### config.mk
export PLATFORM = sky130hd
export DESIGN_NAME = lsu_top
export DESIGN_NICKNAME = d
export VERILOG_FILES = /design/src/common/lsu_bus_pkg.sv /design/src/common/lsu_op_pkg.sv /design/src/design/lsu_top.sv /design/src/lsu/lsu_bus_req_gen.sv /design/src/lsu/lsu_ctrl.sv /design/src/lsu/lsu_load_extract.sv
export VERILOG_INCLUDE_DIRS = /design/src /design/src/common
export SDC_FILE = /design/constraint.sdc
export NUM_CORES = 1
export LEC_CHECK = 0
export ABC_AREA = 1
export ABC_CLOCK_PERIOD_IN_PS = 2100
export BUFFER_PORTS_ARGS = -buffer_cell sky130_fd_sc_hd__buf_2
export CAP_MARGIN = 30
export CORE_MARGIN = 4
export CORE_UTILIZATION = 47
export CTS_CLUSTER_SIZE = 10
export DETAILED_ROUTE_END_ITERATION = 16
export PLACE_DENSITY = 0.77
export SLEW_MARGIN = 25
export SYNTH_ARGS = -nofsm -noshare
export SYNTH_HDL_FRONTEND = slang
export SYNTH_SLANG_ARGS = --single-unit
### constraint.sdc
create_clock -name clk -period 2.1 [get_ports clk]
set_input_delay 0.21 -clock clk [delete_from_list [all_inputs] [get_ports clk]]
set_output_delay 0.21 -clock clk [all_outputs]
set_load 0.02 [all_outputs]
### src/common/lsu_macros.svh
// load/store unit widths and constants shared by the design and the testbench
`ifndef LSU_MACROS_SVH
`define LSU_MACROS_SVH

// data and address width
`define LSU_XLEN 32

// byte lanes on the data bus
`define LSU_LANES 4

// instruction order tag carried from dispatch to retire
`define LSU_ORDER_W 64

// register file index width
`define LSU_REG_IDX_W 5

// offset immediate, sign extended to LSU_XLEN before the address add
`define LSU_IMM_W 12

`define LSU_PC_STEP 4

`endif

### src/common/lsu_bus_pkg.sv
// data bus word, byte-lane mask and byte offset types
`include "lsu_macros.svh"

package lsu_bus_pkg;

  // one full bus word, also used for register data
  typedef logic [`LSU_XLEN-1:0] word_t;

  // one bit per byte lane, bit 0 is the lowest byte
  typedef logic [`LSU_LANES-1:0] lane_mask_t;

  // byte position inside a word
  typedef logic [$clog2(`LSU_LANES)-1:0] byte_ofs_t;

endpackage

### src/common/lsu_op_pkg.sv
// operation encodings and access sizes of the load/store unit
package lsu_op_pkg;

  // OP_NONE and every unlisted code are treated as an invalid instruction
  typedef enum logic [3:0] {
    OP_NONE = 4'd0,
    OP_LB   = 4'd1,
    OP_LH   = 4'd2,
    OP_LW   = 4'd3,
    OP_LBU  = 4'd4,
    OP_LHU  = 4'd5,
    OP_SB   = 4'd6,
    OP_SH   = 4'd7,
    OP_SW   = 4'd8
  } lsu_op_e;

  typedef enum logic [1:0] {
    SIZE_BYTE = 2'd0,
    SIZE_HALF = 2'd1,
    SIZE_WORD = 2'd2
  } lsu_size_e;

  function automatic logic op_is_load(lsu_op_e op);
    return op inside {OP_LB, OP_LH, OP_LW, OP_LBU, OP_LHU};
  endfunction

  function automatic logic op_is_store(lsu_op_e op);
    return op inside {OP_SB, OP_SH, OP_SW};
  endfunction

  function automatic lsu_size_e op_size(lsu_op_e op);
    case (op)
      OP_LB, OP_LBU, OP_SB: return SIZE_BYTE;
      OP_LH, OP_LHU, OP_SH: return SIZE_HALF;
      default: return SIZE_WORD;
    endcase
  endfunction

endpackage

### src/design/lsu_top.sv
// load/store unit top, joins the control FSM with the bus request and load datapaths
`timescale 1ns/1ps
`include "lsu_macros.svh"

module lsu_top
  import lsu_op_pkg::*;
  import lsu_bus_pkg::*;
(
  input  logic                      clk,
  input  logic                      rst,
  input  logic                      dpu_vld,
  input  lsu_op_e                   dpu_op,
  input  logic [`LSU_ORDER_W-1:0]   dpu_order,
  input  logic [`LSU_XLEN-1:0]      dpu_pc,
  input  logic [`LSU_REG_IDX_W-1:0] dpu_rd,
  input  logic [`LSU_XLEN-1:0]      dpu_rs1_data,
  input  logic [`LSU_XLEN-1:0]      dpu_rs2_data,
  input  logic [`LSU_IMM_W-1:0]     dpu_imm,
  input  logic                      bus_ack,
  input  logic [`LSU_XLEN-1:0]      bus_data_rd,
  output logic                      lsu_vld,
  output logic [`LSU_ORDER_W-1:0]   lsu_order,
  output logic                      lsu_retired,
  output logic                      lsu_freeze,
  output logic                      lsu_trap,
  output logic [`LSU_XLEN-1:0]      lsu_pc,
  output logic [`LSU_XLEN-1:0]      lsu_pc_next,
  output logic [`LSU_REG_IDX_W-1:0] lsu_rd,
  output logic                      lsu_rd_wr,
  output logic [`LSU_XLEN-1:0]      lsu_rd_data,
  output logic                      bus_req,
  output logic                      bus_write,
  output logic [`LSU_XLEN-1:0]      bus_addr,
  output logic [`LSU_LANES-1:0]     bus_data_rd_mask,
  output logic [`LSU_XLEN-1:0]      bus_data_wr,
  output logic [`LSU_LANES-1:0]     bus_data_wr_mask
);

  // captured instruction fields handed to the datapaths
  lsu_op_e                   op;
  word_t                     rs1_data;
  word_t                     rs2_data;
  logic [`LSU_IMM_W-1:0]     imm;
  logic                      issue;
  logic                      load_done;
  byte_ofs_t                 byte_ofs;

  lsu_ctrl lsu_ctrl_inst (.*);

  lsu_bus_req_gen lsu_bus_req_gen_inst (.*);

  // the destination index comes from the retiring instruction record
  lsu_load_extract lsu_load_extract_inst (
    .rd (lsu_rd),
    .*
  );

endmodule

### src/lsu/lsu_bus_req_gen.sv
// bus request generator, computes the address, lane masks and aligned store data
`timescale 1ns/1ps
`include "lsu_macros.svh"

module lsu_bus_req_gen
  import lsu_op_pkg::*;
  import lsu_bus_pkg::*;
(
  input  logic                  clk,
  input  logic                  rst,
  input  logic                  issue,
  input  lsu_op_e               op,
  input  word_t                 rs1_data,
  input  word_t                 rs2_data,
  input  logic [`LSU_IMM_W-1:0] imm,
  output logic                  bus_req,
  output logic                  bus_write,
  output word_t                 bus_addr,
  output lane_mask_t            bus_data_rd_mask,
  output word_t                 bus_data_wr,
  output lane_mask_t            bus_data_wr_mask,
  output byte_ofs_t             byte_ofs
);

  word_t      imm_ext;
  word_t      eff_addr;
  byte_ofs_t  ofs;
  byte_ofs_t  lane_sel;
  lane_mask_t lane_mask;
  word_t      shifted;
  word_t      wr_data;
  logic       is_store;

  assign imm_ext  = {{(`LSU_XLEN-`LSU_IMM_W){imm[`LSU_IMM_W-1]}}, imm};
  assign eff_addr = rs1_data + imm_ext;
  assign ofs      = eff_addr[1:0];
  assign is_store = op_is_store(op);

  // lowest lane touched and the lanes covered by the access
  always_comb
  begin
    case (op_size(op))
      SIZE_BYTE:
      begin
        lane_sel  = ofs;
        lane_mask = lane_mask_t'(1) << ofs;
      end
      SIZE_HALF:
      begin
        lane_sel  = {ofs[1], 1'b0};
        lane_mask = ofs[1] ? 4'b1100 : 4'b0011;
      end
      default:
      begin
        lane_sel  = '0;
        lane_mask = '1;
      end
    endcase
  end

  // move the low bytes of rs2 up to the first lane and clear unused lanes
  assign shifted = rs2_data << {lane_sel, 3'b000};

  always_comb
  begin
    for (int i = 0; i < `LSU_LANES; i++)
    begin
      wr_data[8*i +: 8] = lane_mask[i] ? shifted[8*i +: 8] : 8'h00;
    end
  end

  always_ff @(posedge clk)
  begin
    if (rst)
    begin
      bus_req          <= 1'b0;
      bus_write        <= 1'b0;
      bus_addr         <= '0;
      bus_data_rd_mask <= '0;
      bus_data_wr      <= '0;
      bus_data_wr_mask <= '0;
      byte_ofs         <= '0;
    end
    else
    begin
      bus_req <= issue;
      // the rest stays put until the next issue
      if (issue)
      begin
        bus_write        <= is_store;
        bus_addr         <= {eff_addr[`LSU_XLEN-1:2], 2'b00};
        bus_data_rd_mask <= is_store ? '0 : lane_mask;
        bus_data_wr      <= is_store ? wr_data : '0;
        bus_data_wr_mask <= is_store ? lane_mask : '0;
        byte_ofs         <= ofs;
      end
    end
  end

endmodule

### src/lsu/lsu_ctrl.sv
// load/store control, holds the instruction record and sequences issue, wait and retire
`timescale 1ns/1ps
`include "lsu_macros.svh"

module lsu_ctrl
  import lsu_op_pkg::*;
  import lsu_bus_pkg::*;
(
  input  logic                      clk,
  input  logic                      rst,
  input  logic                      dpu_vld,
  input  lsu_op_e                   dpu_op,
  input  logic [`LSU_ORDER_W-1:0]   dpu_order,
  input  logic [`LSU_XLEN-1:0]      dpu_pc,
  input  logic [`LSU_REG_IDX_W-1:0] dpu_rd,
  input  word_t                     dpu_rs1_data,
  input  word_t                     dpu_rs2_data,
  input  logic [`LSU_IMM_W-1:0]     dpu_imm,
  input  logic                      bus_ack,
  output logic                      lsu_vld,
  output logic [`LSU_ORDER_W-1:0]   lsu_order,
  output logic                      lsu_retired,
  output logic                      lsu_freeze,
  output logic                      lsu_trap,
  output logic [`LSU_XLEN-1:0]      lsu_pc,
  output logic [`LSU_XLEN-1:0]      lsu_pc_next,
  output logic [`LSU_REG_IDX_W-1:0] lsu_rd,
  output lsu_op_e                   op,
  output word_t                     rs1_data,
  output word_t                     rs2_data,
  output logic [`LSU_IMM_W-1:0]     imm,
  output logic                      issue,
  output logic                      load_done
);

  typedef enum logic [1:0] {
    ST_IDLE,
    ST_ISSUE,
    ST_WAIT
  } ctrl_state_e;

  ctrl_state_e state;
  logic        accept;
  logic        op_valid;
  logic        pc_aligned;

  // a new instruction may enter while idle or in the cycle the previous one retires
  assign accept     = dpu_vld && (!lsu_vld || lsu_retired);
  assign op_valid   = op_is_load(op) || op_is_store(op);
  assign pc_aligned = (lsu_pc[1:0] == 2'b00);

  // a bad op or a misaligned PC never reaches the bus
  assign issue     = (state == ST_ISSUE) && op_valid && pc_aligned;
  assign load_done = (state == ST_WAIT) && bus_ack && op_is_load(op);

  always_ff @(posedge clk)
  begin
    if (rst)
    begin
      state       <= ST_IDLE;
      lsu_vld     <= 1'b0;
      lsu_retired <= 1'b0;
      lsu_freeze  <= 1'b0;
      lsu_trap    <= 1'b0;
      lsu_pc_next <= '0;
    end
    else
    begin
      lsu_retired <= 1'b0;
      lsu_trap    <= 1'b0;
      case (state)
        ST_ISSUE:
        begin
          if (issue)
          begin
            state <= ST_WAIT;
          end
          else
          begin
            // retire straight away with a trap
            state       <= ST_IDLE;
            lsu_retired <= 1'b1;
            lsu_trap    <= 1'b1;
            lsu_freeze  <= 1'b0;
            lsu_pc_next <= lsu_pc + `LSU_XLEN'(`LSU_PC_STEP);
          end
        end
        ST_WAIT:
        begin
          if (bus_ack)
          begin
            state       <= ST_IDLE;
            lsu_retired <= 1'b1;
            lsu_freeze  <= 1'b0;
            lsu_pc_next <= lsu_pc + `LSU_XLEN'(`LSU_PC_STEP);
          end
        end
        default:
        begin
          state <= ST_IDLE;
        end
      endcase

      if (accept)
      begin
        state      <= ST_ISSUE;
        lsu_vld    <= 1'b1;
        lsu_freeze <= 1'b1;
      end
      else if (lsu_retired)
      begin
        lsu_vld <= 1'b0;
      end
    end
  end

  // instruction record, loaded once per accepted instruction
  always_ff @(posedge clk)
  begin
    if (rst)
    begin
      op        <= OP_NONE;
      lsu_order <= '0;
      lsu_pc    <= '0;
      lsu_rd    <= '0;
      rs1_data  <= '0;
      rs2_data  <= '0;
      imm       <= '0;
    end
    else if (accept)
    begin
      op        <= dpu_op;
      lsu_order <= dpu_order;
      lsu_pc    <= dpu_pc;
      lsu_rd    <= dpu_rd;
      rs1_data  <= dpu_rs1_data;
      rs2_data  <= dpu_rs2_data;
      imm       <= dpu_imm;
    end
  end

endmodule

### src/lsu/lsu_load_extract.sv
// load data extraction, picks the lane, extends it and writes back the register
`timescale 1ns/1ps
`include "lsu_macros.svh"

module lsu_load_extract
  import lsu_op_pkg::*;
  import lsu_bus_pkg::*;
(
  input  logic                      clk,
  input  logic                      rst,
  input  logic                      load_done,
  input  lsu_op_e                   op,
  input  logic [`LSU_REG_IDX_W-1:0] rd,
  input  byte_ofs_t                 byte_ofs,
  input  word_t                     bus_data_rd,
  output logic                      lsu_rd_wr,
  output word_t                     lsu_rd_data
);

  logic [7:0]  byte_sel;
  logic [15:0] half_sel;
  word_t       ext;

  assign byte_sel = bus_data_rd[{byte_ofs, 3'b000} +: 8];
  // halfword lanes follow the upper offset bit only
  assign half_sel = byte_ofs[1] ? bus_data_rd[31:16] : bus_data_rd[15:0];

  always_comb
  begin
    case (op)
      OP_LB:   ext = {{(`LSU_XLEN-8){byte_sel[7]}}, byte_sel};
      OP_LH:   ext = {{(`LSU_XLEN-16){half_sel[15]}}, half_sel};
      OP_LBU:  ext = {{(`LSU_XLEN-8){1'b0}}, byte_sel};
      OP_LHU:  ext = {{(`LSU_XLEN-16){1'b0}}, half_sel};
      default: ext = bus_data_rd;
    endcase
  end

  always_ff @(posedge clk)
  begin
    if (rst)
    begin
      lsu_rd_wr   <= 1'b0;
      lsu_rd_data <= '0;
    end
    else
    begin
      lsu_rd_wr <= load_done;
      if (load_done)
      begin
        // x0 always reads back as zero
        lsu_rd_data <= (rd == '0) ? '0 : ext;
      end
    end
  end

endmodule

==> flow_metrics.py, run 1 <==
metrics = {
    "status": {
        "outcome": "complete, no violations",
    },
    "sta": {
        "fmax_ghz": 0.4984,
        "final_max_slew_viol_count": 0,
        "fin_worst_skew_ns": 0.02464,
        "maxSlewHeadroom_pct": 61.12,
        "rsz0062_at_grt": "true",
        "finalSetupViolCount": 0,
        "timing.final.crit_share_pct": 95.54,
        "fin_crit_ns": 2.006,
        "fin_ws_ns": 0.09370,
        "tightestPinTransition_ns": 0.5832,
        "fin_hold_ws_ns": 0.008682,
        "final-hold-violation-count": 0,
    },
    "route": {
        "drc_errors": 0,
        "viasPerCell": 5.323,
        "wl_per_cell_um": 17.96,
        "vias": 18160,
        "drt-initial-drc-count": 1582,
        "drtAntennaViolNets": 0,
        "firstDrtPassIters": 8,
        "drt-total-wl_um": 61260,
    },
    "clock_network": {
        "cts_root_buffer": "clkbuf_16",
        "clkTransAtPathRegs_ns": 0.06,
        "clkSinkCount": 326,
        "cts_inserted_buffers": 39,
        "h-tree-depth": 2,
        "cts_buffer_depth": 3,
        "cts_tree": "done",
        "clk_latency_ns": 0.55,
    },
    "floorplan": {
        "core-area_um2": 32620,
        "boundaryPins": 461,
        "start_util_pct": 47.77,
        "dieArea_um2": 36130,
        "num_rows": 66,
        "die_w_um": 190.1,
        "die_h_um": 190.1,
    },
    "layout": {
        "final_layout_size_suffix_gt1_share_pct": 22.57,
        "design_area_um2": 21720,
        "area_delta_synth_final_pct": 39.39,
        "layout.nets": 3210,
        "multiInputGateArea_um2": 8006,
        "final_util_pct": 66.58,
        "fin_cells": 3411,
        "seq_area_um2": 6530,
        "fillerInstances": 2755,
    },
    "critical_path": {
        "endpoint_kind": "flop",
        "cp.arrival_ns": 2.45,
        "path_class": "flop to flop",
        "critPathLaunchType": "flop",
        "required_ns": 2.54,
        "crit_path_max_fanout": 11,
    },
    "logic_synthesis": {
        "async_reset_ff_share_pct": 0,
        "netlist_area_um2": 15580,
        "synth.distinct_cells": 43,
        "yosysWarnings": 0,
        "synth-edff-count": 0,
        "ys_seq_area_share_pct": 41.89,
        "syn_inst": 2337,
        "synthFlopType": "dfxtp_1",
        "synth.avg_cell_area_um2": 6.667,
        "ys_seq_elements": 326,
    },
    "place": {
        "dp.cells": 3191,
        "hpwl_um": 42870,
        "place_area_um2": 18630,
        "port_buffers": 458,
        "dp_slack_ns": -0.03404,
        "place_congestion": 0.9737,
    },
    "global_routing": {
        "antenna_found_initial": 1,
        "grt_pass1_vias": 17250,
        "grt.overflow.total": 0,
        "grt_start_max_net_pins": 105,
        "grt_pass1_wl_um": 93510,
        "grt_usage_pct": 31.98,
    },
    "worst_hold_path": {
        "min-delay-path-class": "primary input to flop",
    },
    "flow_run": {
        "maxCapViolations": 0,
    },
    "power_and_ir_drop": {
        "ir_drop_v": 0.0005609,
        "p_leak_uw": 0.01065,
        "power_density_nw_per_um2": 765.0,
    },
}
-- metal layers --
| metal | up-vias | wire length, um | GRT usage (%) |
|---|---|---|---|
| li1 | 8684 | - | - |
| met1 | 8361 | 24440 | 41.11 |
| met2 | 945 | 28430 | 52.95 |
| met3 | 167 | 5572 | 6.459 |
| met4 | 0 | 2813 | 12.60 |
| met5 | - | 0 | 0 |
-- worst max-delay path, cell delays in order, from the launching register on --
cell and delay, ns:
dfxtp_4 0.37, buf_12 0.16, ha_1 0.37, nand2_1 0.15, inv_1 0.05, nand2_1 0.06
nand2_1 0.10, nand2_1 0.09, nand2_1 0.08, a21oi_1 0.22, a21oi_1 0.09, nor2_1 0.11
nor2_1 0.05
-- sequential cells by signal, summed over array words and instances, names as in the netlist --
| name | cells |
|---|---|
| lsu_bus_req_gen_inst.bus_addr | 30 |
| lsu_ctrl_inst.lsu_trap | 1 |
| lsu_ctrl_inst.rs1_data | 32 |
| lsu_ctrl_inst.lsu_pc_next | 32 |
| lsu_bus_req_gen_inst.bus_data_wr_mask | 4 |
| lsu_ctrl_inst.lsu_pc | 32 |
| lsu_bus_req_gen_inst.byte_ofs | 2 |
| lsu_ctrl_inst.lsu_vld | 1 |
| lsu_ctrl_inst.lsu_rd | 5 |
| lsu_ctrl_inst.rs2_data | 32 |
| lsu_ctrl_inst.op | 4 |
| lsu_ctrl_inst.lsu_retired | 1 |
| lsu_ctrl_inst.state | 2 |
| lsu_bus_req_gen_inst.bus_write | 1 |
| lsu_bus_req_gen_inst.bus_req | 1 |
| lsu_bus_req_gen_inst.bus_data_rd_mask | 4 |
| lsu_load_extract_inst.lsu_rd_wr | 1 |
| lsu_ctrl_inst.imm | 12 |
| lsu_load_extract_inst.lsu_rd_data | 32 |
| lsu_bus_req_gen_inst.bus_data_wr | 32 |
| lsu_ctrl_inst.lsu_order | 64 |
| lsu_ctrl_inst.lsu_freeze | 1 |
-- synthesized netlist by cell type (2+ instances only) --
| library cell | count | share of area, % |
|---|---|---|
| and2_1 | 3 | 0.12 |
| buf_4 | 6 | 0.29 |
| o21ai_1 | 13 | 0.42 |
| nor3_1 | 19 | 0.61 |
| nand3_1 | 107 | 3.4 |
| xnor2_1 | 5 | 0.28 |
| o21ai_0 | 244 | 7.8 |
| nand2_1 | 518 | 12 |
| o211ai_1 | 23 | 1.1 |
| inv_2 | 3 | 0.072 |
| nor2_1 | 445 | 11 |
| nor3b_1 | 2 | 0.096 |
| nor2_4 | 2 | 0.14 |
| nor2_2 | 2 | 0.080 |
| and3_1 | 2 | 0.080 |
| a211oi_1 | 2 | 0.096 |
| o21a_1 | 9 | 0.43 |
| nand2_2 | 4 | 0.16 |
| nand3b_1 | 2 | 0.096 |
| xor2_1 | 30 | 1.7 |
| nand4_1 | 10 | 0.40 |
| a31oi_1 | 2 | 0.080 |
| clkinv_1 | 2 | 0.048 |
| clkbuf_1 | 90 | 2.2 |
| ha_1 | 34 | 2.7 |
| a21oi_1 | 168 | 5.4 |
| o21bai_1 | 2 | 0.096 |
| nor3_2 | 2 | 0.13 |
| buf_2 | 17 | 0.55 |
| dfxtp_1 | 326 | 42 |
| inv_1 | 231 | 5.6 |
-- metrics by stage --
step,power [uW],TNS (ns)
2_1_floorplan,8935,0
3_3_place_gp,10180,0
3_5_place_dp,10220,-0.08936
4_1_cts,16400,0
5_1_grt,17340,-0.2487
6_report,16610,0
-- cell type report --
cell class / instances / share of cell area, %
Antenna cell: 1 / 0.01152
Multi-Input combinational cell: 1663 / 36.86
Timing Repair Buffer: 692 / 21.45
Clock inverter: 4 / 0.1440
Inverter: 236 / 4.142
Clock buffer: 47 / 4.770
Sequential cell: 326 / 30.07
Tap cell: 442 / 2.546
-- cell usage in the layout, fill, tap and decap left out, types with 9 or more instances in the layout --
cell type      synthesis  routed
nand2_1              518     505
buf_2                 17     457
nor2_1               445     434
dfxtp_1              326     325
o21ai_0              244     243
inv_1                231     226
a21oi_1              168     159
dlygate4sd3_1          0     153
nand3_1              107     104
buf_4                  6      63
clkbuf_16              0      41
xor2_1                30      30
o211ai_1              23      23
ha_1                  34      17
nand2_2                4      15
o21ai_1               13      14
nor3_1                19      14
buf_12                 0      14
nor2_2                 2      12
nand4_1               10      10
ha_4                   0      10
o21a_1                 9       9
a21oi_2                0       9
-- final timing paths --
| path | from | to | slack (ns) | cells past startpoint |
|---|---|---|---|---|
| worst min register to register | lsu_ctrl_inst.rs2_data[31]$_SDFFE_PP0P_ | lsu_ctrl_inst.rs2_data[31]$_SDFFE_PP0P_ | 0.46 | 2 |
| worst max-delay path | lsu_ctrl_inst.imm[11]$_SDFFE_PP0P_ | lsu_bus_req_gen_inst.bus_addr[28]$_SDFFE_PP0P_ | 0.09 | 12 |
| worst max register to register | lsu_ctrl_inst.imm[11]$_SDFFE_PP0P_ | lsu_bus_req_gen_inst.bus_addr[28]$_SDFFE_PP0P_ | 0.09 | 12 |
| worst min-delay path | dpu_rs2_data[20] | lsu_ctrl_inst.rs2_data[20]$_SDFFE_PP0P_ | 0.009 | 3 |
-- power breakdown --
| group | total (uW) | internal [uW] | switching (uW) |
|---|---|---|---|
| clock network | 5990 | 3440 | 2550 |
| logic | 3710 | 1400 | 2310 |
| registers | 6920 | 6610 | 313 |
| total | 16600 | 11400 | 5160 |
-- what timing repair did --
item	CTS	global route
setup endpoints to repair	13	88
pin swaps	1	10
cloned	0	3
hold buffers	153	0
setup buffers	1	11
gates resized for setup	3	74
hold endpoints to repair	153	0
-- logic make-up (layout without fill, tap and decap cells) --
group / after synthesis / in the layout / synth area share [%]
other: 1 / 3 / 0.02407
AND/OR/NAND/NOR: 1124 / 1125 / 28.93
XOR/XNOR: 35 / 35 / 1.967
adder cells (fa/ha/maj): 35 / 35 / 2.859
flip-flops: 326 / 326 / 41.89
AO/OA/AOI/OAI: 466 / 466 / 15.62
buffers and inverters: 350 / 979 / 8.713
(Power assumes the default switching activity.)
==> run 2: changes to the inputs <==
==> constraint.sdc (replaced) <==
create_clock -name clk -period 2.1 [get_ports clk]
set_input_delay 0.21 -clock clk [delete_from_list [all_inputs] [get_ports clk]]
set_output_delay 0.21 -clock clk [all_outputs]
set_load 0.1 [all_outputs]
==> run 2 against run 1 <==
  * Clock-buffer cell count is 1 higher
  * Sequential power is essentially flat
  * Sequential cell count stayed put
  * Global-route usage decreased by 0.24 points
  * Largest cell class unchanged
  * Largest power group unchanged
==> flow_metrics.py, run 2 (synthesized netlist as in run 1, its figures left out) <==
metrics = {
    "status": {
        "outcome": "complete, no violations",
    },
    "critical_path": {
        "rrSetupSlack_ns": 0.07,
        "crit_start": "lsu_ctrl_inst.imm[11]$_SDFFE_PP0P_",
        "required_ns": 2.52,
        "crit_path_max_fanout": 11,
        "path_class": "flop to flop",
        "endpoint_kind": "flop",
        "cp-endpoint": "lsu_bus_req_gen_inst.bus_addr[23]$_SDFFE_PP0P_",
        "critPathLaunchType": "flop",
        "r2r_start": "lsu_ctrl_inst.imm[11]$_SDFFE_PP0P_",
        "r2r_cells": 12,
        "cp.arrival_ns": 2.45,
        "timing.rr.end": "lsu_bus_req_gen_inst.bus_addr[23]$_SDFFE_PP0P_",
    },
    "layout": {
        "fillerInstances": 2850,
        "multiInputGateArea_um2": 7993,
        "layout_commonest_cell": "nand2_1",
        "largest_register": "lsu_ctrl_inst.lsu_order",
        "seq_area_um2": 6556,
        "layout_common_cells": "501 x nand2_1, 457 x buf_2, 438 x nor2_1, 306 x dfxtp_1, 243 x o21ai_0",
        "final_layout_size_suffix_gt1_share_pct": 22.91,
        "largest_reg_flops": 64,
        "layout.nets": 3198,
        "area_delta_synth_final_pct": 38.66,
    },
    "sta": {
        "maxSlewHeadroom_pct": 58.12,
        "rsz0062_at_grt": "true",
        "tightestPinTransition_ns": 0.6283,
        "fin_crit_ns": 2.029,
        "fin_hold_ws_ns": 0.009783,
        "fmax_ghz": 0.4929,
        "fin_worst_skew_ns": 0.01358,
        "final-hold-violation-count": 0,
        "timing.final.crit_share_pct": 96.62,
        "final_max_slew_viol_count": 0,
        "finalSetupViolCount": 0,
        "fin_ws_ns": 0.07104,
    },
    "floorplan": {
        "dieArea_um2": 36130,
        "boundaryPins": 461,
        "num_rows": 66,
        "core-area_um2": 32620,
        "die_h_um": 190.1,
        "die_w_um": 190.1,
        "start_util_pct": 47.77,
    },
    "clock_network": {
        "h-tree-depth": 2,
        "cts_tree": "done",
        "clkSinkCount": 326,
        "clkTransAtPathRegs_ns": 0.05,
        "cts_buffer_depth": 3,
        "clk_latency_ns": 0.52,
        "cts_root_buffer": "clkbuf_16",
        "cts_inserted_buffers": 39,
    },
    "route": {
        "drtAntennaViolNets": 0,
        "firstDrtPassIters": 7,
        "viasPerCell": 5.287,
        "drt-total-wl_um": 60950,
        "vias": 17970,
        "drc_errors": 0,
        "drt-initial-drc-count": 1269,
        "wl_per_cell_um": 17.93,
    },
    "global_routing": {
        "grt_pass1_vias": 17310,
        "grt_start_max_net_pins": 105,
        "grt_usage_pct": 31.73,
        "grt_pass1_wl_um": 92660,
        "antenna_found_initial": 2,
        "grt.overflow.total": 0,
    },
    "power_and_ir_drop": {
        "power_density_nw_per_um2": 846.0,
        "ir_drop_v": 0.0006249,
        "p_leak_uw": 0.01060,
    },
    "flow_run": {
        "maxCapViolations": 0,
    },
    "place": {
        "dp_slack_ns": 0.01509,
        "place_congestion": 0.9624,
        "port_buffers": 458,
        "hpwl_um": 43070,
    },
    "worst_hold_path": {
        "min-delay-path-class": "primary input to flop",
    },
}
[run 2: worst min path at each step]
stage                                                         start                                   endpoint  slack, ns  depth (start not counted)
after floorplan                                             bus_ack       lsu_ctrl_inst.lsu_retired$_SDFF_PP0_       0.35                          2
after global placement      lsu_ctrl_inst.rs2_data[31]$_SDFFE_PP0P_    lsu_ctrl_inst.rs2_data[31]$_SDFFE_PP0P_       0.44                          2
after detailed placement  lsu_ctrl_inst.lsu_pc_next[8]$_SDFFE_PP0P_  lsu_ctrl_inst.lsu_pc_next[8]$_SDFFE_PP0P_       0.45                          2
after CTS                                          dpu_rs2_data[18]    lsu_ctrl_inst.rs2_data[18]$_SDFFE_PP0P_     0.0009                          3
after global routing                                dpu_rs1_data[0]     lsu_ctrl_inst.rs1_data[0]$_SDFFE_PP0P_      0.007                          3
final                                               dpu_rs1_data[0]     lsu_ctrl_inst.rs1_data[0]$_SDFFE_PP0P_       0.01                          3
[run 2: timing repair]
action,CTS,global route
pin swaps,0,16
gates resized for setup,1,84
setup endpoints to repair,1,85
hold buffers,152,0
setup buffers,0,7
hold endpoints to repair,152,0
gates cloned,0,4
[run 2: metrics by stage]
stage,area [um^2],setup TNS (ns),total power (uW),cells,util [%]
floorplan,15610,-0.04463,10600,2338,-
global placement,18600,0,11840,3184,57.02
detailed placement,18600,0,11890,3184,57.02
CTS,21200,0,18110,3386,65.00
global route,21600,-0.4230,19000,3399,66.23
finish,21600,0,18280,3399,66.23
[run 2: where the power goes]
group | total, uW | internal [uW] | switching (uW)
logic | 5300 | 1360 | 3940
registers | 6940 | 6610 | 327
clock network | 6040 | 3530 | 2510
total | 18300 | 11500 | 6770
[run 2: layout make-up]
class | instances | share of cell area [%]
well taps | 442 | 2.560
flip-flops and latches | 326 | 30.35
inverters | 236 | 4.193
repair buffers | 679 | 20.87
clock inverters | 2 | 0.04633
multi-input cells | 1664 | 37.00
diodes | 2 | 0.02317
clock buffers | 48 | 4.963
[run 2: routing by layer]
layer	vias up	wire length, um	GRT usage, %	part of all wire [%]
li1	8657	-	-	-
met1	8247	24190	39.64	40
met2	900	28630	53.45	47
met3	168	4933	5.560	8.1
met4	0	3192	14.80	5.2
met5	-	0	0	0
[run 2: worst max-delay path, cell delays in order, from the launching register on]
cell	delay, ns
dfxtp_4	0.37
buf_12	0.16
ha_1	0.36
nand2_2	0.11
nor2_2	0.15
and2_1	0.14
nand2_1	0.07
nand2_2	0.12
nand2_1	0.12
nand3_1	0.10
nand3_1	0.11
nand2_1	0.08
inv_1	0.04
